--- src/ahb_mem_pkg.sv ---
`default_nettype none

package ahb_mem_pkg;

    // --------------------
    // Bus vectors
    // --------------------
    typedef logic [31:0] haddr_t;   // Byte address.
    typedef logic [31:0] hdata_t;   // Read or write word.
    typedef logic [1:0]  htrans_t;
    typedef logic [2:0]  hburst_t;  // Bit 0 set for incrementing bursts.

    // --------------------
    // Transfer types
    // --------------------
    localparam htrans_t HTRANS_IDLE   = 2'b00;
    localparam htrans_t HTRANS_BUSY   = 2'b01;
    localparam htrans_t HTRANS_NONSEQ = 2'b10;
    localparam htrans_t HTRANS_SEQ    = 2'b11;

    // --------------------
    // Controller
    // --------------------
    typedef logic [3:0] wait_cnt_t;  // Up to 15 wait states.

    typedef enum logic [2:0] {
        XFER_IDLE,    // No data phase.
        XFER_WAIT,    // Wait states counting.
        XFER_ACCESS,  // Completing cycle.
        XFER_ERR1,    // Error, hready low.
        XFER_ERR2     // Error, hready high.
    } xfer_state_t;

endpackage

`default_nettype wire

--- src/mem_port_if.sv ---
`timescale 1ns/1ns
`default_nettype none

// One memory access per cycle from the controller to the array.
interface mem_port_if #(
    parameter int MEM_WORDS = 1024
);

    localparam int WORD_W = $clog2(MEM_WORDS);

    logic                en;     // Access strobe.
    logic                we;     // Write when set.
    logic [WORD_W-1:0]   word;   // Word index.
    ahb_mem_pkg::hdata_t wdata;
    ahb_mem_pkg::hdata_t rdata;  // Valid the cycle after a read.

    modport ctrl (
        output en,
        output we,
        output word,
        output wdata,
        input  rdata
    );

    modport mem (
        input  en,
        input  we,
        input  word,
        input  wdata,
        output rdata
    );

endinterface

`default_nettype wire

--- src/xfer_ctrl.sv ---
`timescale 1ns/1ns
`default_nettype none

module xfer_ctrl #(
    parameter int MEM_WORDS  = 1024,
    parameter int READ_WAIT  = 2,
    parameter int WRITE_WAIT = 1
) (
    input  logic                            mem_intf,
    input  logic                            rst_n,
    input  logic                            phase_valid,
    input  logic                            phase_write,
    input  logic                            phase_err,
    input  logic [$clog2(MEM_WORDS)-1:0]    phase_word,
    input  ahb_mem_pkg::hdata_t             hwdata,
    input  logic                            done,
    output logic                            hready,
    output logic                            hresp,
    output logic                            load,
    output ahb_mem_pkg::wait_cnt_t          load_val,
    mem_port_if.ctrl                        mem
);

    localparam ahb_mem_pkg::wait_cnt_t READ_W  = ahb_mem_pkg::wait_cnt_t'(READ_WAIT);
    localparam ahb_mem_pkg::wait_cnt_t WRITE_W = ahb_mem_pkg::wait_cnt_t'(WRITE_WAIT);

    ahb_mem_pkg::xfer_state_t state;
    ahb_mem_pkg::xfer_state_t cur_state;
    ahb_mem_pkg::xfer_state_t next_state;
    ahb_mem_pkg::wait_cnt_t   wait_sel;
    logic                     entry;
    logic                     last_wait;

    assign entry    = (state == ahb_mem_pkg::XFER_IDLE);
    assign wait_sel = phase_write ? WRITE_W : READ_W;

    // --------------------
    // Phase decode
    // --------------------
    // The first cycle of a data phase is decided from the held address phase.
    always_comb begin
        cur_state = state;
        if (entry && phase_valid) begin
            if (phase_err) begin
                cur_state = ahb_mem_pkg::XFER_ERR1;
            end else if (wait_sel == '0) begin
                cur_state = ahb_mem_pkg::XFER_ACCESS;  // Zero-wait write.
            end else begin
                cur_state = ahb_mem_pkg::XFER_WAIT;
            end
        end
    end

    // Timer only covers wait cycles after the first one.
    assign last_wait = (cur_state == ahb_mem_pkg::XFER_WAIT) &&
                       (entry ? (wait_sel == 4'd1) : done);

    assign load     = entry && (cur_state == ahb_mem_pkg::XFER_WAIT) && (wait_sel > 4'd1);
    assign load_val = wait_sel - 4'd2;

    always_comb begin
        case (cur_state)
            ahb_mem_pkg::XFER_WAIT: begin
                next_state = last_wait ? ahb_mem_pkg::XFER_ACCESS : ahb_mem_pkg::XFER_WAIT;
            end
            ahb_mem_pkg::XFER_ERR1: begin
                next_state = ahb_mem_pkg::XFER_ERR2;
            end
            default: begin
                next_state = ahb_mem_pkg::XFER_IDLE;   // Phase done or none.
            end
        endcase
    end

    always_ff @(posedge mem_intf) begin
        if (!rst_n) begin
            state <= ahb_mem_pkg::XFER_IDLE;
        end else begin
            state <= next_state;
        end
    end

    // --------------------
    // Bus and memory side
    // --------------------
    assign hready = (cur_state != ahb_mem_pkg::XFER_WAIT) &&
                    (cur_state != ahb_mem_pkg::XFER_ERR1);
    assign hresp  = (cur_state == ahb_mem_pkg::XFER_ERR1) ||
                    (cur_state == ahb_mem_pkg::XFER_ERR2);

    assign mem.we    = (cur_state == ahb_mem_pkg::XFER_ACCESS) && phase_write;
    assign mem.en    = mem.we || (last_wait && !phase_write);  // Read one cycle early.
    assign mem.word  = phase_word;
    assign mem.wdata = hwdata;                                 // Stable in last cycle.

    // --------------------
    // Checks
    // --------------------
    a_resp_done: assert property (@(posedge mem_intf) disable iff (!rst_n)
        (hready && hresp) |-> (state == ahb_mem_pkg::XFER_ERR2) && phase_err)
        else $error("ERROR response completes outside second error cycle");

    a_err_two: assert property (@(posedge mem_intf) disable iff (!rst_n)
        (hresp && !hready) |=> (hresp && hready))
        else $error("ERROR response not two cycles");

    a_no_err_access: assert property (@(posedge mem_intf) disable iff (!rst_n)
        mem.en |-> !phase_err)
        else $error("Memory access for out-of-range address");

endmodule

`default_nettype wire

--- src/flat_wrapper.sv ---
// flat-port wrapper written by rule: the top's interface ports become plain ports
module xfer_ctrl_flat 
#(
    parameter int MEM_WORDS  = 1024,
    parameter int READ_WAIT  = 2,
    parameter int WRITE_WAIT = 1
)
  (mem_intf, rst_n, phase_valid, phase_write, phase_err, phase_word, hwdata, done, hready, hresp, load, load_val, mem_en, mem_we, mem_word, mem_wdata, mem_rdata);
  mem_port_if #(.MEM_WORDS(MEM_WORDS)) mem_i ();
  input  logic mem_intf;
  input  logic rst_n;
  input  logic phase_valid;
  input  logic phase_write;
  input  logic phase_err;
  input  logic [$clog2(MEM_WORDS)-1:0] phase_word;
  input  ahb_mem_pkg::hdata_t hwdata;
  input  logic done;
  output logic hready;
  output logic hresp;
  output logic load;
  output ahb_mem_pkg::wait_cnt_t load_val;
  output wire logic [$bits(mem_i.en)-1:0] mem_en;
  output wire logic [$bits(mem_i.we)-1:0] mem_we;
  output wire logic [$bits(mem_i.word)-1:0] mem_word;
  output wire logic [$bits(mem_i.wdata)-1:0] mem_wdata;
  input wire logic [$bits(mem_i.rdata)-1:0] mem_rdata;
  assign mem_en = mem_i.en;
  assign mem_we = mem_i.we;
  assign mem_word = mem_i.word;
  assign mem_wdata = mem_i.wdata;
  assign mem_i.rdata = mem_rdata;
  xfer_ctrl #(.MEM_WORDS(MEM_WORDS), .READ_WAIT(READ_WAIT), .WRITE_WAIT(WRITE_WAIT)) u_core (.mem_intf(mem_intf), .rst_n(rst_n), .phase_valid(phase_valid), .phase_write(phase_write), .phase_err(phase_err), .phase_word(phase_word), .hwdata(hwdata), .done(done), .hready(hready), .hresp(hresp), .load(load), .load_val(load_val), .mem(mem_i));
endmodule
--- config.mk ---
export PLATFORM = sky130hd
export DESIGN_NAME = xfer_ctrl_flat
export DESIGN_NICKNAME = d
export VERILOG_FILES = /design/src/ahb_mem_pkg.sv /design/src/mem_port_if.sv /design/src/xfer_ctrl.sv /design/src/flat_wrapper.sv
export SDC_FILE = /design/constraint.sdc
export NUM_CORES = 1
export LEC_CHECK = 0
export BUFFER_PORTS_ARGS = -buffer_cell sky130_fd_sc_hd__buf_4
export CAP_MARGIN = 15
export CELL_PAD_IN_SITES_DETAIL_PLACEMENT = 0
export CELL_PAD_IN_SITES_GLOBAL_PLACEMENT = 1
export CORE_MARGIN = 2
export CORE_UTILIZATION = 13
export DETAILED_ROUTE_END_ITERATION = 7
export PLACE_DENSITY = 0.93
export SYNTH_ARGS = -nofsm -noshare
export SYNTH_HDL_FRONTEND = slang
export SYNTH_SLANG_ARGS = --single-unit
--- constraint.sdc ---
create_clock -name mem_intf -period 2.78 [get_ports mem_intf]
set_input_delay 0.556 -clock mem_intf [delete_from_list [all_inputs] [get_ports mem_intf]]
set_output_delay 0.556 -clock mem_intf [all_outputs]
set_load 0.02 [all_outputs]
# --- Yosys cells after proc, flatten, opt, wreduce, memory -nomap -nowiden ---
# Cells that the tools add are included.
word_totals:
  word_cells: 29
  inputBits: 80
  ff_bits: 3
classes:
  n_reduce_logical: 12
  n_addsub: 1
  n_lt_le_gt_ge: 1
  eq_ne: 7
  muxes: 7
ops:
  columns: ["operator", "n"]
  rows:
  - ["logical AND 1 bit", 7]
  - ["equality test 3 x 2 -> 1 bit, second input constant", 2]
  - ["two-way mux 2 bit", 3]
  - ["two-way mux 3 bit", 2]
  - ["case mux 3 bit (2 select lines)", 1]
  - ["equality test 4 x 1 -> 1 bit, second input constant", 1]
  - ["> comparator 4 x 1 -> 1 bit, second input constant", 1]
  - ["zero test 4 bit", 1]
  - ["subtractor 4 x 2 -> 4 bit, second input constant", 1]
  - ["equality test 3 x 1 -> 1 bit, second input constant", 1]
  - ["equality test 3 bit, second input constant", 1]
  - ["zero test 3 bit", 1]
  - ["!= test 3 x 1 -> 1 bit, second input constant", 1]
  - ["!= test 3 x 2 -> 1 bit, second input constant", 1]
  - ["logical OR 1 bit", 2]
  - ["zero test 1 bit", 1]
  - ["two-way mux 1 bit", 1]

# --- Longest topological paths before layout ---
logic_depth:
  ltp_word: 9
  ltp_mapped: 3
  ltp_nobuf: 2

# --- Worst setup path after synthesis ---
# No wires, ideal clock.
synth_timing:
  kind: "in2out"
  startpoint: "input port phase_err"
  endpoint: "output port load"
  path_slack_ns: 0.881
  path_buffers: 0
  arrival_ns: 1.343
  cell_stages: 2
  t_required_ns: 2.224
  cell_sequence: "or4_1 -> nor2_1"
synth_between:
  elab_chain_cells: 5
synth_rtl:
  columns: ["item", "line_no", "rtl"]
  rows:
  - ["start, declared", "flat_wrapper.sv:14", "input logic phase_err;"]
  - ["two-way mux 3 bit", "xfer_ctrl.sv:44", "if (phase_err) begin"]
  - ["two-way mux 3 bit", "xfer_ctrl.sv:43", "if (entry && phase_valid) begin"]
  - ["equality test 3 x 1 -> 1 bit", "xfer_ctrl.sv:58", "assign load = entry && (cur_state == ahb_mem_pkg::XFER_WAIT) && (wait_sel > 4'd1);"]
  - ["logical AND 1 bit (2 in a row)", "xfer_ctrl.sv:58", null]
  - ["end, declared", "flat_wrapper.sv:20", "output logic load;"]
# No other way between the ends.

# --- Worst setup path in the final report ---
# Same ends and word-level chain as after synthesis.

==> results by group <==
Floorplanning
  – Die area: 5130 um^2
  – Die X: 71.6 um
  – Row count: 24
  – Core box area: 4380 um^2
  – Die Ht: 71.6 um
  – I/O pin count: 131
  – Starting Density: 0.136

Synthesis
  – Flops & latches, synth: 3
  – Sequential share of the synthesized area: 0.101
  – Netlist Area Pre-Place: 594 um^2
  – Ys Warns: 0
  – Post-Synthesis Cells: 76
  – Synth async-reset ratio: 0
  – Adder-Cell Fraction of Synth Area: 0
  – Multiplexer share of the synthesized area: 0
  – XOR/XNOR share of the synthesized area: 0
  – Main combinational cell family by area after synthesis: buffers and inverters
  – Post-synth EDFFs: 0
  – Syn_area_per_cell: 7.82 um^2
  – Area share of and/or/nand/nor cells after synthesis: 0.187
  – Synth area leader: buf_4
  – Synth top area cells: buf_4 (58%), dfxtp_1 (10%), nand2b_1 (3.2%), nand4bb_2 (2.7%), a21oi_1 (2.5%)
  – Ys flop type: dfxtp_1
  – Top-area cell type share of the netlist area: 0.581
  – Compound-gate portion of the synthesized area: 0.109
  – Syn_nets: 156
  – Unique masters post-synth: 24

Clocking
  – CTS tree: done
  – Clk_lat worst skew: 210 ps
  – PostCTS Resize Cnt: 0
  – H-tree Lvls: 1
  – Worst-case clock buffer depth: 2
  – Num CTS Buffers: 3
  – CTS sink cnt: 3
  – Root buf cell: clkbuf_8
  – Clock slew at reported path FFs: 30 ps
  – # hold bufs at CTS: 0
  – Postcts setup bufs: 0

Global routing
  – Largest net degree at the start of global routing: 13
  – Number of global-route vias before repair: 308
  – First-pass GRT wire length: 1390 um
  – GRT Total Usage: 0.0373
  – Initial antenna violation count: 0
  – Grt ovf: 0

Route
  – Vias after detailed routing: 319
  – ANT nets after route: 0
  – DR DRC count: 0
  – DRT Pass-1 Iters: 4
  – Drt total wl: 921 um
  – DR vias/cell: 3.26
  – Post-DR wirelength/cell: 9.40 um
  – DRT iter0 DRCs: 8

STA
  – Actual slew at the worst max-slew pin: 353 ps
  – Slew Limit Headroom: 0.764
  – Fmax: 504 MHz
  – Final Setup Violations: 0
  – Setup TNS: 0 ps
  – Period utilization: 0.714
  – Worst Skew: 1.23 ps
  – Max-slew violation count: 0
  – Final hold vios: 0
  – Unrepaired setup endpoints after global routing: false
  – Period minus WS final: 1980 ps

Setup path
  – Startpoint Class: input pin
  – Stages on worst setup path: 4
  – Crit end category: output port
  – RR Startpoint: u_core.state[2]$_SDFF_PN0_
  – R2r setup slk: 1540 ps
  – CP peak stage delay: 500 ps
  – Cell mode on critical path: buf_4
  – Critical path data required time: 2220 ps
  – CP arrival: 1430 ps
  – R2R cell count: 2
  – Crit-path leading delay family: simple AND/OR/NAND/NOR gates
  – Critical-path cell list: buf_4 > or4_1 > nor2_1 > buf_4
  – Crit-path max FO: 4
  – Reg2Reg Capture Point: u_core.state[0]$_SDFF_PN0_
  – Crit-path slowest cell: or4_1
  – WP buf/inv: 2
  – Critical path class: in2out

Job
  – Max-cap violations: 0

Min path
  – Worst min path class: reg2reg
  – Worst hold path depth: 2
  – Hold_sp: u_core.state[1]$_SDFF_PN0_
  – Min-Delay Endpoint: u_core.state[2]$_SDFF_PN0_

Placed design
  – IO Port Bufs: 14
  – Post-DP HPWL: 687 um
  – Final GP Congestion: 0.742

Power and ir drop
  – Lkg Pwr: 0.174 nW
  – Power Total: 0.223 mW
  – Peak VDD IR: 0.000124 V
  – PD cells: 490 nW/um^2

Final layout
  – Share of cells above drive strength 1: 0.457
  – Number of flip-flops in the largest register: 3
  – Largest Register: u_core.state
  – Area Overhead vs Synth: -23.4%
  – Inserted Diodes: 0
  – Final Core Density: 0.104
  – Top Registers: u_core.state (3)
  – Nets: 127

Outcome
  – Status: finished, final reports clean
==> worst max path at each step <==
stage / to / slack [ps] / start
after global placement: load / 770 / phase_err
final: load / 800 / phase_err
after detailed placement: load / 780 / phase_err
after global routing: load / 740 / u_core.state[0]$_SDFF_PN0_
after CTS: load / 780 / phase_err
after floorplan: load / 880 / phase_err
==> metrics by stage <==
| stage | instances | setup WS (ps) | hold slack, ps | instance area (um^2) |
|---|---|---|---|---|
| floorplan | 76 | 881 | 510 | 594 |
| detailed placement | 94 | 779 | 584 | 410 |
| global route | 98 | 739 | 612 | 455 |
| finish | 98 | 796 | 591 | 455 |
| CTS | 98 | 778 | 588 | 455 |
| global placement | 94 | 769 | 571 | 410 |
==> per-layer routing <==
metal  up-vias  global-route usage  part of all wire
met5         -                   0                 0
met4         0              0.0566             0.081
met3        12              0.0267              0.16
met2        18              0.0360              0.37
met1       145              0.0400              0.39
li1        144                   -                 -
==> cells by family (layout without fill, tap and decap cells) <==
family	after synthesis	after routing
DFF	3	3
and+or+nand+nor	15	15
AOI/OAI and AO/OA	9	9
buffers and inverters	49	19
==> Yosys cell counts (2+ instances only) <==
| library cell | number |
|---|---|
| buf_4 | 46 |
| nand2_1 | 2 |
| a21oi_1 | 3 |
| nand2b_1 | 3 |
| dfxtp_1 | 3 |
==> area by class of cell <==
type                    instances  area [um^2]
fillers                       525         3930
multi-input cells              24          176
repair buffers                 14          105
well taps                      52         65.1
flip-flops and latches          3         60.1
clock buffers                   4         45.0
inverters                       1         3.75
==> worst reg2reg max path, stage by stage, from the launching register on <==
cell and delay (ps):
dfxtp_1 400, or3b_4 420, a2111oi_2 320
==> cells in the final DEF, fill, tap and decap left out, types with 2 or more instances in the layout <==
cell type | synthesis | routed
buf_4 | 46 | 14
nand2b_1 | 3 | 3
nand2_1 | 2 | 2
clkbuf_8 | 0 | 3
a21oi_1 | 3 | 3
dfxtp_1 | 3 | 3
==> power breakdown <==
group	internal, mW	switching, mW
clock network	0.0976	0.0266
registers	0.0454	0.00509
logic	0.0252	0.0234
Power figures use the tool's default switching activity.
