File: config.mk
export PLATFORM = sky130hd
export DESIGN_NAME = ahb_addr_phase
export DESIGN_NICKNAME = d
export VERILOG_FILES = /design/src/ahb_mem_pkg.sv /design/src/ahb_addr_phase.sv
export SDC_FILE = /design/constraint.sdc
export NUM_CORES = 1
export LEC_CHECK = 0
export ABC_AREA = 1
export BUFFER_PORTS_ARGS = -buffer_cell sky130_fd_sc_hd__buf_4
export CAP_MARGIN = 30
export CORE_UTILIZATION = 34
export DETAILED_ROUTE_END_ITERATION = 6
export PLACE_DENSITY_LB_ADDON = 0.25
export SYNTH_ARGS = -nofsm -noshare
export SYNTH_HDL_FRONTEND = slang
export SYNTH_SLANG_ARGS = --single-unit
export TNS_END_PERCENT = 1
File: constraint.sdc
create_clock -name mem_intf -period 1.7 [get_ports mem_intf]
set_clock_uncertainty 0.1 [all_clocks]
set_input_delay 0.17 -clock mem_intf [delete_from_list [all_inputs] [get_ports mem_intf]]
set_output_delay 0.17 -clock mem_intf [all_outputs]
set_load 0.05 [all_outputs]
File: src/ahb_mem_pkg.sv
`default_nettype none

package ahb_mem_pkg;

    // --------------------
    // Bus vectors
    // --------------------
    typedef logic [31:0] haddr_t;   // Byte address.
    typedef logic [31:0] hdata_t;   // Read or write word.
    typedef logic [1:0]  htrans_t;
    typedef logic [2:0]  hburst_t;  // Bit 0 set for incrementing bursts.

    // --------------------
    // Transfer types
    // --------------------
    localparam htrans_t HTRANS_IDLE   = 2'b00;
    localparam htrans_t HTRANS_BUSY   = 2'b01;
    localparam htrans_t HTRANS_NONSEQ = 2'b10;
    localparam htrans_t HTRANS_SEQ    = 2'b11;

    // --------------------
    // Controller
    // --------------------
    typedef logic [3:0] wait_cnt_t;  // Up to 15 wait states.

    typedef enum logic [2:0] {
        XFER_IDLE,    // No data phase.
        XFER_WAIT,    // Wait states counting.
        XFER_ACCESS,  // Completing cycle.
        XFER_ERR1,    // Error, hready low.
        XFER_ERR2     // Error, hready high.
    } xfer_state_t;

endpackage

`default_nettype wire

File: src/ahb_addr_phase.sv
`timescale 1ns/1ns
`default_nettype none

module ahb_addr_phase #(
    parameter int MEM_WORDS = 1024
) (
    input  logic                            mem_intf,
    input  logic                            rst_n,
    input  ahb_mem_pkg::haddr_t             haddr,
    input  ahb_mem_pkg::htrans_t            htrans,
    input  logic                            hwrite,
    input  ahb_mem_pkg::hburst_t            hburst,
    input  logic                            hready,
    output logic                            phase_valid,
    output logic                            phase_write,
    output logic                            phase_err,
    output logic [$clog2(MEM_WORDS)-1:0]    phase_word
);

    localparam int WORD_W = $clog2(MEM_WORDS);
    localparam ahb_mem_pkg::haddr_t MEM_BYTES = ahb_mem_pkg::haddr_t'(MEM_WORDS * 4);

    logic                 addr_valid;
    ahb_mem_pkg::haddr_t  prev_addr;
    ahb_mem_pkg::hburst_t prev_burst;
    ahb_mem_pkg::htrans_t prev_trans;

    assign addr_valid = (htrans == ahb_mem_pkg::HTRANS_NONSEQ) ||
                        (htrans == ahb_mem_pkg::HTRANS_SEQ);

    // --------------------
    // Held address phase
    // --------------------
    always_ff @(posedge mem_intf) begin
        if (!rst_n) begin
            phase_valid <= 1'b0;
            phase_write <= 1'b0;
            phase_err   <= 1'b0;
            prev_trans  <= ahb_mem_pkg::HTRANS_IDLE;
        end else if (hready) begin
            phase_valid <= addr_valid;               // IDLE and BUSY drop out here.
            phase_write <= hwrite;
            phase_err   <= addr_valid && (haddr >= MEM_BYTES);
            prev_trans  <= htrans;
        end
    end

    always_ff @(posedge mem_intf) begin
        if (hready) begin
            phase_word <= haddr[WORD_W+1:2];         // Byte lanes ignored.
        end
        if (hready && addr_valid) begin
            prev_addr  <= haddr;                     // Last real beat only.
            prev_burst <= hburst;
        end
    end

    // --------------------
    // Burst checks
    // --------------------
    // Incrementing bursts step one word per beat; wrapping bursts are not checked.
    a_seq_incr: assert property (@(posedge mem_intf) disable iff (!rst_n)
        (hready && htrans == ahb_mem_pkg::HTRANS_SEQ && prev_burst[0])
            |-> (haddr == prev_addr + 32'd4))
        else $error("SEQ beat does not follow previous address");

    a_seq_after_idle: assert property (@(posedge mem_intf) disable iff (!rst_n)
        (hready && htrans == ahb_mem_pkg::HTRANS_SEQ)
            |-> (prev_trans != ahb_mem_pkg::HTRANS_IDLE))
        else $error("SEQ transfer after IDLE");

endmodule

`default_nettype wire

[After elaboration in Yosys (flattened, before gate mapping)]
Index checks and enable logic that the tools add are counted.
Storage, ports and cells
  flip-flop bits (word level): 13
  logic and storage cells: 9
  output and inout bits: 13
Cells by class
  reduce and logical (&&, ||, !) cells: 2
  equal/unequal tests: 2
  $lt $le $gt $ge: 1
Operators with widths (number)
  $ge A32 B13 Y1 const B: 1
  $eq A2 B2 Y1 const B: 2
  $logic_and A1 B1 Y1: 1
  $logic_or A1 B1 Y1: 1

[Logic depth before layout (Yosys ltp)]
Gate-level depths: netlist of the first run.
  depth in word-level cells: 3
  depth in mapped cells: 6
  gate-level depth less buffers: 6

[Worst setup path before layout of the first run]
No wires, ideal clock.
  kind: reg-to-reg
  start: register phase_err (netlist name)
  end: register phase_err
  setup time: 66 ps
  arrival: 863 ps
  path buffers: 0
  data required time: 1534 ps
  path slack: 671 ps
  stages on the path, launching flop included: 3
  cells stage by stage: dfxtp_1 nand2_1 a21oi_2
RTL lines
  end signal: assignment: line ahb_addr_phase.sv:43  | phase_err <= addr_valid && (haddr >= MEM_BYTES);
  end: declaration: line ahb_addr_phase.sv:16  | output logic phase_err,

[Worst setup path in the final report of the first run]
  start: register phase_word[6]
  end: output phase_word[6]
RTL lines
  start: declaration: line ahb_addr_phase.sv:17  | output logic [$clog2(MEM_WORDS)-1:0] phase_word
  start signal: assignment: line ahb_addr_phase.sv:50  | phase_word <= haddr[WORD_W+1:2];
No word-level cell between the ends.

==> impl_metrics.yaml, run 1 <==
finish:
  fillers: 107
  diodes: 0
  syn_to_final_growth_pct: 102
  layout-drive-gt1-share_pct: 50.0
  nNetsFinal: 146
  final_area_sq_um: 985
  mostFrequentLayoutCells: "buf_4 (47), nor2_1 (14), dlygate4sd3_1 (10), edfxtp_1 (10), nand2_1 (8)"
  fin_cells: 119
  layout_commonest_cell: "buf_4"
min_path:
  min_path_cells: 3
  worstHoldStart: "hwrite"
  hp-class: "primary input to flip-flop"
  hold_end: "phase_write"
global_route:
  grt_pass1_wl_microns: 1820
  grt_pass1_vias: 485
  grt.total_usage_pct: 18.3
  grt_max_degree: 14
  grt_antenna_before_repair: 0
  grt_overflow_total: 0
pwr:
  p_int_w: 0.000557
  power_leakage_nw: 0.467
  swShare_pct: 27.8
  p_comb_share_pct: 28.0
  peakVddDrop_uv: 470
  clkPwrFrac_pct: 23.5
  p_per_area_nw_per_um2: 784
  p_switching_w: 0.000215
  p_seq_share_pct: 48.5
timing:
  period_share_pct: 65.7
  worstMarginPinSlew_ns: 0.144
  final_hold_viol_count: 0
  fin_ws_ns: 0.582
  finalSetupViolations: 0
  rsz0062_at_grt: "no"
  slew-limit-headroom_pct: 90.3
  max_freq_ghz: 0.895
  maxSlewViolCount: 0
  finalCriticalPeriod_ns: 1.12
  finalSetupTns_ns: 0
run:
  drv_cap: 0
worst_setup_path:
  reg2reg_depth: 2
  crit_fanout: 1
  critPathBufInv: 1
  worstSetupStartpointType: "flip-flop"
  slowest_stage: "edfxtp_1"
  critPathRequiredTime_ns: 1.43
  crit_arrival_ns: 0.85
  cp-end-kind: "primary output"
  crit_family: "flip-flops"
  path_cells: "buf_4"
  r2r_start: "phase_write"
  critPathKind: "flip-flop to primary output"
  r2r_slack_ns: 0.98
  cpPeakStageDelay_ns: 0.38
  rr_endpoint: "phase_write"
placement:
  placedCellCount: 105
  pre_cts_ws_ns: 0.721
  place_area_sq_um: 858
  place.gp.congestion: 0.626
  portBuffers: 47
route:
  post_drt_wl_per_cell_microns: 10.2
  remaining_drc_errors: 0
  drt-total-wl_microns: 1220
  first_pass_iters: 4
  vias: 506
  drtIter0Drc: 7
  detail-route-antenna-nets: 0
  viasPerCell: 4.25
logic_synthesis:
  ys_types: 10
  avgSynthCellArea_sq_um: 11.3
  ys.warnings.count: 0
  netlist_area_sq_um: 487
  synth_nets: 84
  synth_seq_cells: 13
  syn_inst: 43
  seq_area_frac_synth_pct: 74.0
clocking:
  cts_made_buffers: 3
  cts.root.buffer_cell: "clkbuf_4"
  h-tree-depth: 1
  clkLatencyLatePin_ns: 0.27
  cts_tree: "done"
  clockBufferDepth: 2
  post_cts_buffers: 0
  cts.sinks: 13
  clkSlewWorstSetupHoldPaths_ns: 0.07
die:
  die-height_microns: 39.8
  initial_utilization_pct: 36.9
  io_pins: 54
  dieWidth_microns: 39.8
  fp.coreArea_sq_um: 1320
  core.rowCount: 13
  die_area_sq_um: 1590
outcome:
  status: "finished, final reports clean"
[repair_timing]
item                                   4_1_cts  5_1_grt
hold buffers                                10        0
setup endpoints to repair                    0        0
resized for setup                            0        0
endpoints found under the hold margin       10        0
[worst reg2reg max path, cell delays in order, from the launching register on]
cell and delay (ns):
dfxtp_1 0.31, o21ai_0 0.15, nor2_1 0.06
[registers in the layout (all words and copies together), names as in the netlist]
register	count
phase_err	1
phase_valid	1
phase_write	1
phase_word	10
[synthesized netlist by cell type]
cell | instances | area share, %
and2_4 | 1 | 1.8
nand3_1 | 1 | 1.0
nand2_1 | 8 | 6.2
nor2_1 | 14 | 11
o21ai_0 | 1 | 1.0
inv_1 | 3 | 2.3
edfxtp_1 | 10 | 62
a21oi_1 | 1 | 1.0
dfxtp_1 | 3 | 12
a21oi_2 | 1 | 1.8
[kinds of logic (layout without fill, tap and decap cells)]
group	Yosys count	in the layout	synth area share (%)
and+or+nand+nor	24	24	19.8
AOI/OAI and AO/OA	3	3	3.85
DFF	13	13	74.0
buffers and inverters	3	64	2.31
[power groups by stage]
stage	Sequential [W]	Clock, W	Combinational [W]
floorplan	0.000465	0	0.0000148
global placement	0.000380	0	0.000197
detailed placement	0.000381	0	0.000199
CTS	0.000374	0.000183	0.000217
global route	0.000377	0.000199	0.000230
finish	0.000374	0.000181	0.000216
[how the worst max path moves through the flow]
stage | from | end | slack [ns] | depth (start not counted)
global placement | haddr[17] | phase_err | 0.76 | 7
CTS | phase_word[4] | phase_word[4] | 0.58 | 1
finish | phase_word[6] | phase_word[6] | 0.58 | 1
global route | phase_word[6] | phase_word[6] | 0.55 | 1
floorplan | phase_err | phase_err | 0.67 | 2
detailed placement | haddr[17] | phase_err | 0.72 | 7
[layer usage]
metal / GRT usage, % / part of all wire [%]
met1: 17.9 / 38
met2: 29.9 / 53
met3: 9.66 / 9.2
met4: 11.2 / 0
met5: 0 / 0
[metrics by stage]
stage | utilization, % | total power [W] | hold WS (ns)
floorplan | - | 0.000480 | 0.169
detailed placement | 65.1 | 0.000580 | 0.249
finish | 74.7 | 0.000772 | 0.0354
global placement | 65.1 | 0.000577 | 0.249
global route | 74.7 | 0.000806 | 0.0335
CTS | 74.7 | 0.000774 | 0.0353
[area by class of cell]
class / count / area (sq um) / share of cell area (%)
timing repair buffer: 57 / 453 / 46.0
clock buffer: 4 / 26.3 / 2.67
sequential: 13 / 360 / 36.6
inverter: 3 / 11.3 / 1.14
tap: 15 / 18.8 / 1.91
multi-input combinational: 27 / 115 / 11.7
No activity file was read; power rests on OpenSTA's default activity.
==> run 2: changes to the inputs <==
Settings changed: CORE_UTILIZATION 34 to 32.
Clock period 1.7 ns to 1.14 ns, I/O delays scaled along.
==> run 2 against run 1 <==
Compared with the run above:
- wire length fell by 2.1%
- sequential power rose by 49%
- clock power rose by 48%
- setup slack got worse by 0.50 ns
- via count rose by 2.2%
- highest routed layer is now met4
- combinational power rose by 52%
- largest power group unchanged
- cell count rose by 1.7%
==> impl_metrics.yaml, run 2 (synthesis gave the netlist of run 1 again) <==
die:
  fp.coreArea_sq_um: 1350
  dieWidth_microns: 41
  core.rowCount: 13
  die-height_microns: 41
  initial_utilization_pct: 36.1
  io_pins: 54
  die_area_sq_um: 1680
placement:
  place.gp.congestion: 0.725
  placedCellCount: 105
  place_area_sq_um: 858
  portBuffers: 47
clocking:
  clockBufferDepth: 2
  clkSlewWorstSetupHoldPaths_ns: 0.08
  cts_resized: 0
  post_cts_buffers: 0
  cts.root.buffer_cell: "clkbuf_4"
  cts_hold_buf: 12
  cts.sinks: 13
  clkLatencyLatePin_ns: 0.26
  h-tree-depth: 1
  cts_made_buffers: 3
  cts_tree: "done"
worst_setup_path:
  crit_arrival_ns: 0.84
  reg2reg_depth: 2
  cpPeakStageDelay_ns: 0.38
  critPathRequiredTime_ns: 0.93
  crit_family: "flip-flops"
  r2r_start: "phase_write"
  cp-end-kind: "primary output"
  rr_endpoint: "phase_write"
  critPathBufInv: 1
  slowest_stage: "edfxtp_1"
  setup.worst_path.start: "phase_word[5]"
  worstSetupStartpointType: "flip-flop"
  crit_fanout: 1
  critPathKind: "flip-flop to primary output"
  r2r_slack_ns: 0.42
  path_cells: "buf_4"
route:
  remaining_drc_errors: 0
  drt-total-wl_microns: 1190
  post_drt_wl_per_cell_microns: 9.83
  detail-route-antenna-nets: 0
  viasPerCell: 4.27
  vias: 517
  first_pass_iters: 6
  drtIter0Drc: 8
timing:
  slew-limit-headroom_pct: 90.5
  finalSetupViolations: 0
  final_hold_viol_count: 0
  max_freq_ghz: 0.946
  maxSlewViolCount: 0
  period_share_pct: 92.7
  finalSetupTns_ns: 0
  finalCriticalPeriod_ns: 1.06
  rsz0062_at_grt: "no"
  worstMarginPinSlew_ns: 0.142
min_path:
  hold_end: "phase_valid"
  min_path_cells: 3
  worstHoldStart: "htrans[1]"
  hp-class: "primary input to flip-flop"
global_route:
  grt_overflow_total: 0
  grt_antenna_before_repair: 0
  grt_pass1_vias: 437
  grt_pass1_wl_microns: 1650
  grt_max_degree: 14
  grt.total_usage_pct: 15.9
finish:
  nNetsFinal: 148
  final_area_sq_um: 1000
  fin_cells: 121
  layout-drive-gt1-share_pct: 49.1
  syn_to_final_growth_pct: 106
  largest_register_ffs: 10
  layout_commonest_cell: "buf_4"
  mostFrequentLayoutCells: "buf_4 (47), nor2_1 (14), dlygate4sd3_1 (12), edfxtp_1 (10), nand2_1 (8)"
  diodes: 0
  top_register: "phase_word"
outcome:
  status: "finished, final reports clean"
pwr:
  p_seq_share_pct: 48.3
  p_int_w: 0.000835
  p_switching_w: 0.000321
  peakVddDrop_uv: 543
  power.total_w: 0.00116
  p_per_area_nw_per_um2: 1150
  power_leakage_nw: 0.476
  swShare_pct: 27.7
  p_comb_share_pct: 28.4
  clkPwrFrac_pct: 23.2
run:
  drv_cap: 0
run 2: changes by cell type in the layout (fill, tap and decap cells not counted):
cell | previous run | this run
dlygate4sd3_1 | 10 | 12
run 2: how the worst max path moves through the flow:
stage                          endpoint  slack [ns]  depth (start not counted)
after CTS                 phase_word[1]        0.07                          1
final                     phase_word[5]        0.08                          1
after global placement        phase_err        0.24                          7
after global routing      phase_word[5]        0.04                          1
after detailed placement      phase_err        0.24                          7
after floorplan               phase_err        0.11                          2
run 2: layout make-up:
type	count	area (sq um)
clock buffer	4	26.3
sequential	13	360
tap	15	18.8
multi-input combinational	27	115
inverter	3	11.3
fill	103	345
timing repair buffer	59	473
run 2: metrics by stage:
step / util, % / hold WS (ns) / setup slack, ns
final: 74.4 / 0.0513 / 0.0833
after global routing: 74.4 / 0.0649 / 0.0363
after global placement: 63.6 / 0.193 / 0.242
after floorplan: - / 0.113 / 0.111
after CTS: 74.4 / 0.0386 / 0.0722
after detailed placement: 63.6 / 0.194 / 0.243
run 2: per-layer routing:
layer / vias up / GRT usage (%) / wire length, microns
li1: 267 / - / -
met1: 214 / 17.6 / 437
met2: 34 / 27.3 / 614
met3: 2 / 3.26 / 123
met4: 0 / 10.0 / 14
met5: - / 0 / 0
run 2: power by group through the flow:
stage / Clock [W] / Combinational (W) / Sequential (W)
floorplan: 0 / 0.0000221 / 0.000693
global placement: 0 / 0.000292 / 0.000568
detailed placement: 0 / 0.000295 / 0.000570
CTS: 0.000278 / 0.000329 / 0.000559
global route: 0.000296 / 0.000351 / 0.000564
finish: 0.000268 / 0.000329 / 0.000559
