--- src/ahb_mem_pkg.sv ---
`default_nettype none

package ahb_mem_pkg;

    // --------------------
    // Bus vectors
    // --------------------
    typedef logic [31:0] haddr_t;   // Byte address.
    typedef logic [31:0] hdata_t;   // Read or write word.
    typedef logic [1:0]  htrans_t;
    typedef logic [2:0]  hburst_t;  // Bit 0 set for incrementing bursts.

    // --------------------
    // Transfer types
    // --------------------
    localparam htrans_t HTRANS_IDLE   = 2'b00;
    localparam htrans_t HTRANS_BUSY   = 2'b01;
    localparam htrans_t HTRANS_NONSEQ = 2'b10;
    localparam htrans_t HTRANS_SEQ    = 2'b11;

    // --------------------
    // Controller
    // --------------------
    typedef logic [3:0] wait_cnt_t;  // Up to 15 wait states.

    typedef enum logic [2:0] {
        XFER_IDLE,    // No data phase.
        XFER_WAIT,    // Wait states counting.
        XFER_ACCESS,  // Completing cycle.
        XFER_ERR1,    // Error, hready low.
        XFER_ERR2     // Error, hready high.
    } xfer_state_t;

endpackage

`default_nettype wire

--- src/wait_timer.sv ---
`timescale 1ns/1ns
`default_nettype none

module wait_timer (
    input  logic                   mem_intf,
    input  logic                   rst_n,
    input  logic                   load,
    input  ahb_mem_pkg::wait_cnt_t load_val,
    output logic                   done
);

    ahb_mem_pkg::wait_cnt_t cnt;

    // --------------------
    // Down-counter
    // --------------------
    always_ff @(posedge mem_intf) begin
        if (!rst_n) begin
            cnt <= '0;
        end else if (load) begin
            cnt <= load_val;
        end else if (cnt != '0) begin
            cnt <= cnt - 1'b1;                   // Parks at zero.
        end
    end

    assign done = (cnt == '0);

    // A reload while counting would cut a data phase short.
    a_load_idle: assert property (@(posedge mem_intf) disable iff (!rst_n)
        load |-> (cnt == '0))
        else $error("Timer loaded while still counting");

endmodule

`default_nettype wire

--- config.mk ---
export PLATFORM = sky130hd
export DESIGN_NAME = wait_timer
export DESIGN_NICKNAME = d
export VERILOG_FILES = /design/src/ahb_mem_pkg.sv /design/src/wait_timer.sv
export SDC_FILE = /design/constraint.sdc
export NUM_CORES = 1
export LEC_CHECK = 0
export ABC_AREA = 1
export BUFFER_PORTS_ARGS = -buffer_cell sky130_fd_sc_hd__buf_2
export CAP_MARGIN = 20
export CORE_AREA = 2 2 39 41
export DETAILED_ROUTE_END_ITERATION = 12
export DIE_AREA = 0 0 41 43
export PLACE_DENSITY_LB_ADDON = 0.3
export REMOVE_ABC_BUFFERS = 1
export SKIP_CTS_REPAIR_TIMING = 1
export SYNTH_ARGS = -nofsm -noshare
export SYNTH_HDL_FRONTEND = slang
export SYNTH_SLANG_ARGS = --single-unit
export TNS_END_PERCENT = 5
--- constraint.sdc ---
create_clock -name mem_intf -period 2.15 [get_ports mem_intf]
set_input_delay 0.3225 -clock mem_intf [delete_from_list [all_inputs] [get_ports mem_intf]]
set_output_delay 0.3225 -clock mem_intf [all_outputs]
set_load 0.005 [all_outputs]
Word level (Yosys, flattened, before mapping). Cells that the tools add are included.

Register bits: 4. Input port bits: 7. Output and inout port bits: 1. Logic and storage cells: 7.

$add $sub $neg: 1. Muxes and demuxes: 2. Reductions and logical operators: 3.

Operators by type and width (number): $mux W4 (2); $logic_not A4 Y1 (1); $reduce_bool A4 Y1 (1); $sub A4 B1 Y4 const B (1); $reduce_bool A2 Y1 (1).

Depth between registers and ports, before layout. Gate-level depths: netlist (run 1).

Depth after elaboration: 3. Gate-level depth with buffers: 7. Mapped depth without buffers: 7.

Least setup slack after synthesis (run 1). OpenSTA, ideal clock, no wires.

Path kind: register to output. Start point: register cnt[0]. End point: output port done. Arrival time: 785 ps. Data required time: 1827 ps. Slack: 1042 ps. Stages on the path, launching flop included: 5. Path buffers: 0. Path through: dfxtp_1 > inv_1 > ha_1 > nand2_1 > nor2_1.

Cells in the longest elaborated chain, start to end: 1.

RTL lines: start, declared (RTL line wait_timer.sv:12) `ahb_mem_pkg::wait_cnt_t cnt;`; start signal, assigned (RTL line wait_timer.sv:21) `cnt <= load_val;`; start signal, assigned (RTL line wait_timer.sv:23) `cnt <= cnt - 1'b1;`; $logic_not A4 Y1 (RTL line wait_timer.sv:27) `assign done = (cnt == '0);`; end, declared (RTL line wait_timer.sv:9) `output logic done`.

Every way passes these cells.

Worst setup path in the final report (run 1). Same ends and word-level chain as after synthesis.

==> run_results.csv, run 1 <==
group,metric,value,unit
hold_path,holdCritPathClass,"in -> reg",
final_layout,final_cell_area,325,µm²
final_layout,nFillCells,166,
global_routing,grt_pass1_vias,253,
worst_setup_path,worst_ep_required_time,1830,ps
die,die_x,41,µm
worst_setup_path,cp_top_family,"flip-flops",
place,post_dp_cell_area,303,µm²
yosys,yosys.area_share.simple,0.399,
yosys,synth_edf_count,0,
place,portBuffers,7,
detailed_routing,drc,0,
sta,finalClockSkew,0.375,ps
clocking,cts_sinks,4,
sta,finalCritPeriodShare,0.702,
die,rows,14,
worst_setup_path,cp.buffers_inverters,2,
global_routing,grt_pass1_wl,938,µm
sta,hold_viol,0,
global_routing,grt-ovfl-total,0,
yosys,synthArstFlopShare,0,
detailed_routing,drt_iter0_drc,4,
global_routing,grt_usage,0.0853,
yosys,ys_top_cells_by_count,"nand2_1 (11), inv_1 (6), nor2_1 (5), a21oi_1 (4), dfxtp_1 (4)",
yosys,yosysSeqAreaShare,0.323,
pwr,p_leak,0.167,nW
worst_setup_path,path_max_fanout,5,
detailed_routing,finalWirelength,523,µm
detailed_routing,viasPerCell,4.17,
final_layout,regMostFlops,"cnt",
worst_setup_path,end_kind,"output port",
worst_setup_path,crit_slowest_cell,"dfxtp_1",
flow_run,maxCapViolations,0,
clocking,clkLatencyLatePin,230,ps
detailed_routing,wl_per_cell,7.92,µm
detailed_routing,vias,275,
yosys,synth_most_common_cell,"nand2_1",
pwr,ir_worst_vdd,0.241,mV
sta,fmax,663,MHz
yosys,synth_top_area_frac,0.323,
final_layout,num_antenna_cells,0,
yosys,synth_compound_area_frac,0.121,
pwr,power_density,762,nW/µm²
worst_setup_path,start_kind,"register",
sta,rsz0062_at_grt,"no",
yosys,synth_top_family_by_area,"simple AND/OR/NAND/NOR gates",
final_layout,area_growth,31.3,%
die,start_util,0.179,
yosys,synthMuxAreaShare,0,
global_routing,antenna_found_initial,0,
clocking,cts_made_buffers,3,
final_layout,drive_gt1_frac,0.240,
sta,slew_viol_final,0,
yosys,synth_ff_type,"dfxtp_1",
die,pin_count,8,
final_layout,top_regs,"cnt x4",
final_layout,largest_reg_flops,4,
sta,post-route-min-period,1510,ps
yosys,ys_ff_latch,4,
clocking,path_clk_slew,30,ps
clocking,cts_max_path_buffers,2,
yosys,synth_adder_area_share,0.0505,
detailed_routing,dr.pass1.iters,2,
outcome,status,"completed",
place,gp_congestion,0.651,
final_layout,nets,60,
worst_setup_path,path_cells,"inv_1, ha_1, nand2_1, nor2_1, buf_2",
die,core-area,1380,µm²
yosys,synth_area,248,µm²
yosys,synthXorXnorAreaFrac,0,
sta,worst_slew_pin_slew,223,ps
clocking,root_buffer,"clkbuf_4",
yosys,synthCells,40,
clocking,htreeDepth,1,
place,dp.final_hpwl,450,µm
sta,setup-tns-final,0,ps
yosys,avgSynthCellArea,6.19,µm²
sta,setup_viol,0,
detailed_routing,drtAntennaViolNets,0,
worst_setup_path,arrival,1190,ps
die,die-area,1760,µm²
yosys,synth_cell_types,12,
clocking,cts_tree,"done",
global_routing,grt_max_degree,7,
die,die_h,43,µm
yosys,synth_top_area_cell,"dfxtp_1",
yosys,netlist_top_cells_area,"dfxtp_1 (32%), nand2_1 (17%), inv_1 (9.1%)",
sta,slew_headroom,0.851,
worst_setup_path,critical_path_class,"reg -> out",
yosys,yosysWarnings,0,
worst_setup_path,max_stage_delay,310,ps
[kinds of logic (layout without fill, tap and decap cells)]
group,after synthesis,in the layout
simple gates,22,22
fa+ha+maj,1,1
buf+inv,7,17
compound gates,6,6
flops,4,4
[final cells by class]
cell class / count / area [µm²] / area share
Tap cell: 16 / 20.0 / 0.0615
Sequential cell: 4 / 80.1 / 0.246
Inverter: 7 / 26.3 / 0.0808
Multi-Input combinational cell: 29 / 141 / 0.435
Timing Repair Buffer: 7 / 35.0 / 0.108
Clock buffer: 3 / 22.5 / 0.0692
[tightest hold or removal path: cells and delay by family]
family                 cells  cell delay, ps
buffers and inverters      1             100
AND/OR/NAND/NOR            1              50
AO/OA/AOI/OAI              1              50
[through the flow]
stage	worst slack [ps]	power [mW]	hold slack [ps]	instances	utilization
2_1_floorplan	1040	0.140	447	40	-
3_3_place_gp	895	0.161	507	63	0.219
3_5_place_dp	861	0.162	507	63	0.219
4_1_cts	608	0.256	340	66	0.235
5_1_grt	502	0.274	355	66	0.235
6_report	641	0.248	345	66	0.235
[path summary, 6_finish.rpt]
| path | endpoint | slack [ps] | start | cells past startpoint |
|---|---|---|---|---|
| worst min-delay path | cnt[2]$_SDFFE_PN0P_ | 340 | load_val[2] | 3 |
| worst min register to register | cnt[0]$_SDFFE_PN0P_ | 500 | cnt[0]$_SDFFE_PN0P_ | 2 |
| worst max register to register | cnt[1]$_SDFFE_PN0P_ | 1050 | cnt[0]$_SDFFE_PN0P_ | 5 |
| worst max-delay path | done | 640 | cnt[0]$_SDFFE_PN0P_ | 5 |
[power breakdown]
group	total, mW	leakage [nW]	internal [mW]	switching, mW
clock network	0.0878	0.0138	0.0621	0.0257
logic	0.0687	0.120	0.0284	0.0403
registers	0.0914	0.0332	0.0841	0.00730
total	0.248	0.167	0.175	0.0733
[cell usage in the layout, fill, tap and decap left out, drive strengths merged]
master,synthesis,layout
inv,7,7
clkbuf,0,3
a21oi,4,4
nand3,3,3
dfxtp,4,4
nand2,11,11
o21ai,2,2
or2,1,1
nor2,5,5
nand4,2,2
ha,1,1
buf,0,7
[metal layers]
layer	wire (µm)	track usage
met3	19	0.0314
met5	0	0
met4	8	0.100
met1	253	0.106
met2	241	0.0969
(Power assumes the default switching activity.)
==> inputs of run 2 (changes only) <==
Clock period 2.15 ns to 1.6 ns, I/O delays scaled along.
==> run 2 against run 1 <==
Setup slack worse by 450 ps. Count of clock-buffer cells in the layout did not move. Design area did not move. Core utilization unchanged. Hold slack got worse by 87 ps. Total power increased by 37%. Critical path depth stayed put. Routed wire length decreased by 3.6%. Sequential share of layout area stayed put. Flip-flop and latch count is the same. Die area unchanged. First-iteration DRC count shrank 25%. Critical path type unchanged. Critical endpoint unchanged. Largest power group is now clock.
==> run_results.csv, run 2 (synthesized netlist as in run 1, its figures left out) <==
group,metric,value,unit
worst_setup_path,arrival,1170,ps
die,rows,14,
die,start_util,0.179,
global_routing,grt-ovfl-total,0,
flow_run,maxCapViolations,0,
detailed_routing,drc,0,
pwr,power_density,1040,nW/µm²
worst_setup_path,worst_ep_required_time,1360,ps
clocking,cts_max_path_buffers,2,
worst_setup_path,cp.buffers_inverters,2,
place,post_dp_cell_area,303,µm²
sta,hold_viol,0,
pwr,ir_worst_vdd,0.242,mV
pwr,pwr-share-comb,0.270,
pwr,p_leak,0.167,nW
worst_setup_path,critical_path_class,"reg -> out",
pwr,p_seq_frac,0.363,
final_layout,nets,60,
place,portBuffers,7,
place,dp.final_hpwl,428,µm
worst_setup_path,cp_top_family,"flip-flops",
pwr,p_sw,0.104,mW
clocking,cts_sinks,4,
clocking,cts_made_buffers,3,
sta,fmax,707,MHz
sta,setup_viol,0,
final_layout,regMostFlops,"cnt",
final_layout,layout_commonest_cell,"nand2_1",
die,die-area,1760,µm²
sta,slew_viol_final,0,
pwr,p_total,0.338,mW
pwr,p_int,0.235,mW
clocking,cts_tree,"done",
detailed_routing,finalWirelength,504,µm
pwr,clkPwrFrac,0.367,
hold_path,holdCritPathClass,"in -> reg",
sta,worst_slew_pin_slew,214,ps
outcome,status,"completed",
global_routing,grt_pass1_vias,239,
final_layout,num_antenna_cells,0,
detailed_routing,wl_per_cell,7.64,µm
clocking,clkLatencyLatePin,230,ps
sta,whs,258,ps
detailed_routing,drtAntennaViolNets,0,
worst_setup_path,crit_slowest_cell,"dfxtp_1",
sta,rsz0062_at_grt,"no",
detailed_routing,dr.pass1.iters,4,
die,core-area,1380,µm²
global_routing,grt_max_degree,7,
detailed_routing,viasPerCell,3.98,
global_routing,antenna_found_initial,0,
worst_setup_path,end_kind,"output port",
sta,finalClockSkew,2.68,ps
sta,setup-tns-final,0,ps
pwr,sw_frac_of_total,0.306,
final_layout,final_cell_mix,"nand2_1 (11), buf_2 (7), inv_1 (6), nor2_1 (5)",
place,gp_congestion,0.750,
clocking,root_buffer,"clkbuf_4",
global_routing,grt_pass1_wl,986,µm
final_layout,final_cell_area,325,µm²
clocking,htreeDepth,1,
global_routing,grt_usage,0.0855,
detailed_routing,vias,263,
final_layout,largest_reg_flops,4,
final_layout,top_regs,"cnt x4",
sta,finalCritPeriodShare,0.883,
worst_setup_path,start_kind,"register",
final_layout,drive_gt1_frac,0.240,
sta,slew_headroom,0.857,
worst_setup_path,path_cells,"inv_1, ha_1, nand2_1, nor2_1, buf_2",
worst_setup_path,max_stage_delay,310,ps
final_layout,area_growth,31.3,%
die,die_x,41,µm
die,pin_count,8,
sta,post-route-min-period,1410,ps
detailed_routing,drt_iter0_drc,3,
die,die_h,43,µm
clocking,path_clk_slew,40,ps
worst_setup_path,path_max_fanout,5,
==> run 2: area by class of cell <==
type / instances / area, µm²
fillers: 169 / 1060
well taps: 16 / 20.0
inverters: 7 / 26.3
clock buffers: 3 / 22.5
multi-input cells: 29 / 141
flip-flops and latches: 4 / 80.1
repair buffers: 7 / 35.0
==> run 2: through the flow <==
stage,worst slack (ps),util,cells
6_report,187,0.235,66
5_1_grt,36.7,0.235,66
4_1_cts,173,0.235,66
3_5_place_dp,427,0.219,63
3_3_place_gp,431,0.219,63
2_1_floorplan,575,-,40
==> run 2: power groups by stage <==
stage	Clock [mW]	Combinational, mW	Sequential (mW)
2_1_floorplan	0	0.0663	0.122
3_3_place_gp	0	0.0928	0.124
3_5_place_dp	0	0.0928	0.125
4_1_cts	0.131	0.0932	0.123
5_1_grt	0.140	0.112	0.125
6_report	0.124	0.0915	0.123
==> run 2: worst paths after layout <==
check / start / end / slack (ps) / cells past startpoint
setup / recovery: cnt[0]$_SDFFE_PN0P_ / done / 190 / 5
hold reg to reg: cnt[1]$_SDFFE_PN0P_ / cnt[1]$_SDFFE_PN0P_ / 500 / 2
setup reg to reg: cnt[0]$_SDFFE_PN0P_ / cnt[1]$_SDFFE_PN0P_ / 500 / 5
hold / removal: load_val[2] / cnt[2]$_SDFFE_PN0P_ / 260 / 3
==> run 2: metal layers <==
metal | vias up | GRT usage | part of all wire
met3 | 2 | 0.0157 | 0.056
li1 | 147 | - | -
met4 | 0 | 0.0800 | 0.036
met2 | 6 | 0.103 | 0.43
met5 | - | 0 | 0
met1 | 108 | 0.120 | 0.47
==> run 2: tightest hold or removal path: stages <==
cell and delay (ps):
buf_2 100, nand2_1 50, a21oi_1 50
==> inputs of run 3 (changes only) <==
Settings changed: ABC_AREA 1 to not set.
==> run 3 against run 2 <==
Global-route usage is 1.2 points lower. Non-clock buffer count up 1. Critical path depth is 1 lower. Core utilization shrank 0.72 points. Critical endpoint unchanged. Via count down 23%. Critical path type unchanged. Maximum frequency shrank 4.9%. Routed wire length shrank 13%.
==> run_results.csv, run 3 <==
group,metric,value,unit
outcome,status,"completed",
final_layout,nFillCells,156,
clocking,cts_max_path_buffers,2,
final_layout,top_regs,"cnt x4",
yosys,ys_top_cells_by_count,"dfxtp_1 (4), nand3_1 (3), inv_1 (2), nand2b_1 (2), xnor2_1 (2)",
detailed_routing,drc,0,
yosys,yosysWarnings,0,
detailed_routing,drt_iter0_drc,1,
die,die_h,43,µm
final_layout,area_growth,37.0,%
pwr,p_leak,0.140,nW
final_layout,drive_gt1_frac,0.441,
die,die_x,41,µm
pwr,p_sw,0.0990,mW
global_routing,grt_max_degree,7,
yosys,synth_top_area_cell,"dfxtp_1",
yosys,ys_ff_latch,4,
sta,finalClockSkew,0.823,ps
detailed_routing,viasPerCell,4.04,
hold_path,holdCritPathClass,"in -> reg",
hold_path,hold_depth,3,
yosys,synthCells,23,
final_layout,seq_area,80.1,µm²
pwr,power_density,1130,nW/µm²
pwr,clkPwrFrac,0.357,
detailed_routing,finalWirelength,437,µm
sta,rsz0062_at_grt,"no",
pwr,ir_worst_vdd,0.273,mV
final_layout,multi_input_area,143,µm²
die,die-area,1760,µm²
die,core-area,1380,µm²
final_layout,layout_commonest_cell,"buf_2",
yosys,avgSynthCellArea,10.0,µm²
sta,slew_headroom,0.856,
sta,worst_slew_pin_slew,216,ps
clocking,path_clk_slew,40,ps
pwr,p_seq_frac,0.349,
detailed_routing,wl_per_cell,8.74,µm
place,gp_congestion,0.642,
sta,hold_viol,0,
clocking,clkLatencyLatePin,240,ps
sta,setup-tns-final,0,ps
clocking,root_buffer,"clkbuf_4",
final_layout,regMostFlops,"cnt",
die,start_util,0.166,
die,pin_count,8,
sta,finalCritPeriodShare,0.929,
worst_setup_path,arrival,1250,ps
final_layout,num_antenna_cells,0,
yosys,synth_cell_types,15,
clocking,cts_sinks,4,
yosys,synth_top_area_frac,0.348,
sta,fmax,673,MHz
global_routing,grt-ovfl-total,0,
worst_setup_path,critical_path_class,"reg -> out",
yosys,synth_ff_type,"dfxtp_1",
worst_setup_path,reg2reg_depth,5,
place,dp.final_hpwl,345,µm
sta,setup_viol,0,
detailed_routing,drtAntennaViolNets,0,
sta,post-route-min-period,1490,ps
final_layout,final_cells,50,
global_routing,grt_pass1_vias,182,
yosys,synthArstFlopShare,0,
clocking,cts_made_buffers,3,
worst_setup_path,path_max_fanout,4,
yosys,netlist_top_cells_area,"dfxtp_1 (35%), nor3b_4 (8.2%), xnor2_1 (7.6%)",
global_routing,grt_usage,0.0734,
yosys,synth_area,230,µm²
sta,slew_viol_final,0,
pwr,pwr-share-comb,0.293,
final_layout,final_cell_mix,"buf_2 (7), dfxtp_1 (4), nand3_1 (3), clkbuf_4 (3)",
pwr,sw_frac_of_total,0.277,
clocking,cts_tree,"done",
global_routing,antenna_found_initial,0,
yosys,synth_most_common_cell,"dfxtp_1",
place,portBuffers,7,
final_layout,largest_reg_flops,4,
detailed_routing,dr.pass1.iters,2,
flow_run,maxCapViolations,0,
place,dp_cells,46,
final_layout,nets,44,
yosys,synth_edf_count,0,
die,rows,14,
worst_setup_path,worst_ep_required_time,1360,ps
global_routing,grt_pass1_wl,745,µm
pwr,p_int,0.258,mW
detailed_routing,vias,202,
worst_setup_path,end_kind,"output port",
worst_setup_path,start_kind,"register",
yosys,yosysSeqAreaShare,0.348,
clocking,htreeDepth,1,
[run 3: changes by cell type in the layout (fill, tap and decap cells not counted), sizes merged, moves of 2 or more]
cell,delta
xnor2,+2
nor2,-5
nand2,-10
a21oi,-4
nand2b,+2
nand4,-2
inv,-5
[run 3: worst max-delay path: stages, from the launching register on]
cell     delay (ps)
dfxtp_1         310
inv_1            90
ha_1            200
nor3b_4         260
buf_2           160
[run 3: path summary, 6_finish.rpt]
path / startpoint / end / slack [ps]
worst max-delay path: cnt[0]$_SDFFE_PN0P_ / done / 110
worst min-delay path: load_val[1] / cnt[1]$_SDFFE_PN0P_ / 240
worst max register to register: cnt[0]$_SDFFE_PN0P_ / cnt[1]$_SDFFE_PN0P_ / 220
worst min register to register: cnt[1]$_SDFFE_PN0P_ / cnt[1]$_SDFFE_PN0P_ / 620
[run 3: cell type report]
| cell class | count | area share |
|---|---|---|
| flip-flops and latches | 4 | 0.254 |
| repair buffers | 8 | 0.135 |
| clock buffers | 3 | 0.0714 |
| inverters | 2 | 0.0238 |
| multi-input cells | 17 | 0.452 |
| well taps | 16 | 0.0635 |
[run 3: power groups by stage]
stage | registers, mW | logic (mW) | clock network [mW]
after global routing | 0.127 | 0.118 | 0.135
after global placement | 0.127 | 0.0964 | 0
after floorplan | 0.125 | 0.0722 | 0
final | 0.125 | 0.105 | 0.128
after detailed placement | 0.126 | 0.0975 | 0
after CTS | 0.125 | 0.0984 | 0.132
[run 3: cells by family after synthesis]
family | after synthesis | share of synthesized area
AO/OA/AOI/OAI | 4 | 0.136
XOR/XNOR | 2 | 0.0761
adder cells (fa/ha/maj) | 1 | 0.0543
buffers and inverters | 2 | 0.0326
flip-flops | 4 | 0.348
multiplexers | 2 | 0.0924
AND/OR/NAND/NOR | 8 | 0.261
[run 3: metrics by stage]
| stage | power (mW) | worst slack, ps | util | hold WS, ps | instance area, µm² |
|---|---|---|---|---|---|
| 6_report | 0.357 | 114 | 0.228 | 240 | 315 |
| 5_1_grt | 0.379 | 14.4 | 0.228 | 258 | 315 |
| 4_1_cts | 0.355 | 65.9 | 0.222 | 242 | 308 |
| 3_5_place_dp | 0.224 | 192 | 0.206 | 486 | 285 |
| 3_3_place_gp | 0.223 | 199 | 0.206 | 485 | 285 |
| 2_1_floorplan | 0.197 | 269 | - | 372 | 230 |
[run 3: routing by layer]
| metal | up-vias | GRT usage | part of all wire |
|---|---|---|---|
| li1 | 105 | - | - |
| met4 | 0 | 0.120 | 0.057 |
| met2 | 10 | 0.0750 | 0.44 |
| met3 | 3 | 0.0314 | 0.094 |
| met1 | 84 | 0.0806 | 0.40 |
| met5 | - | 0 | 0 |
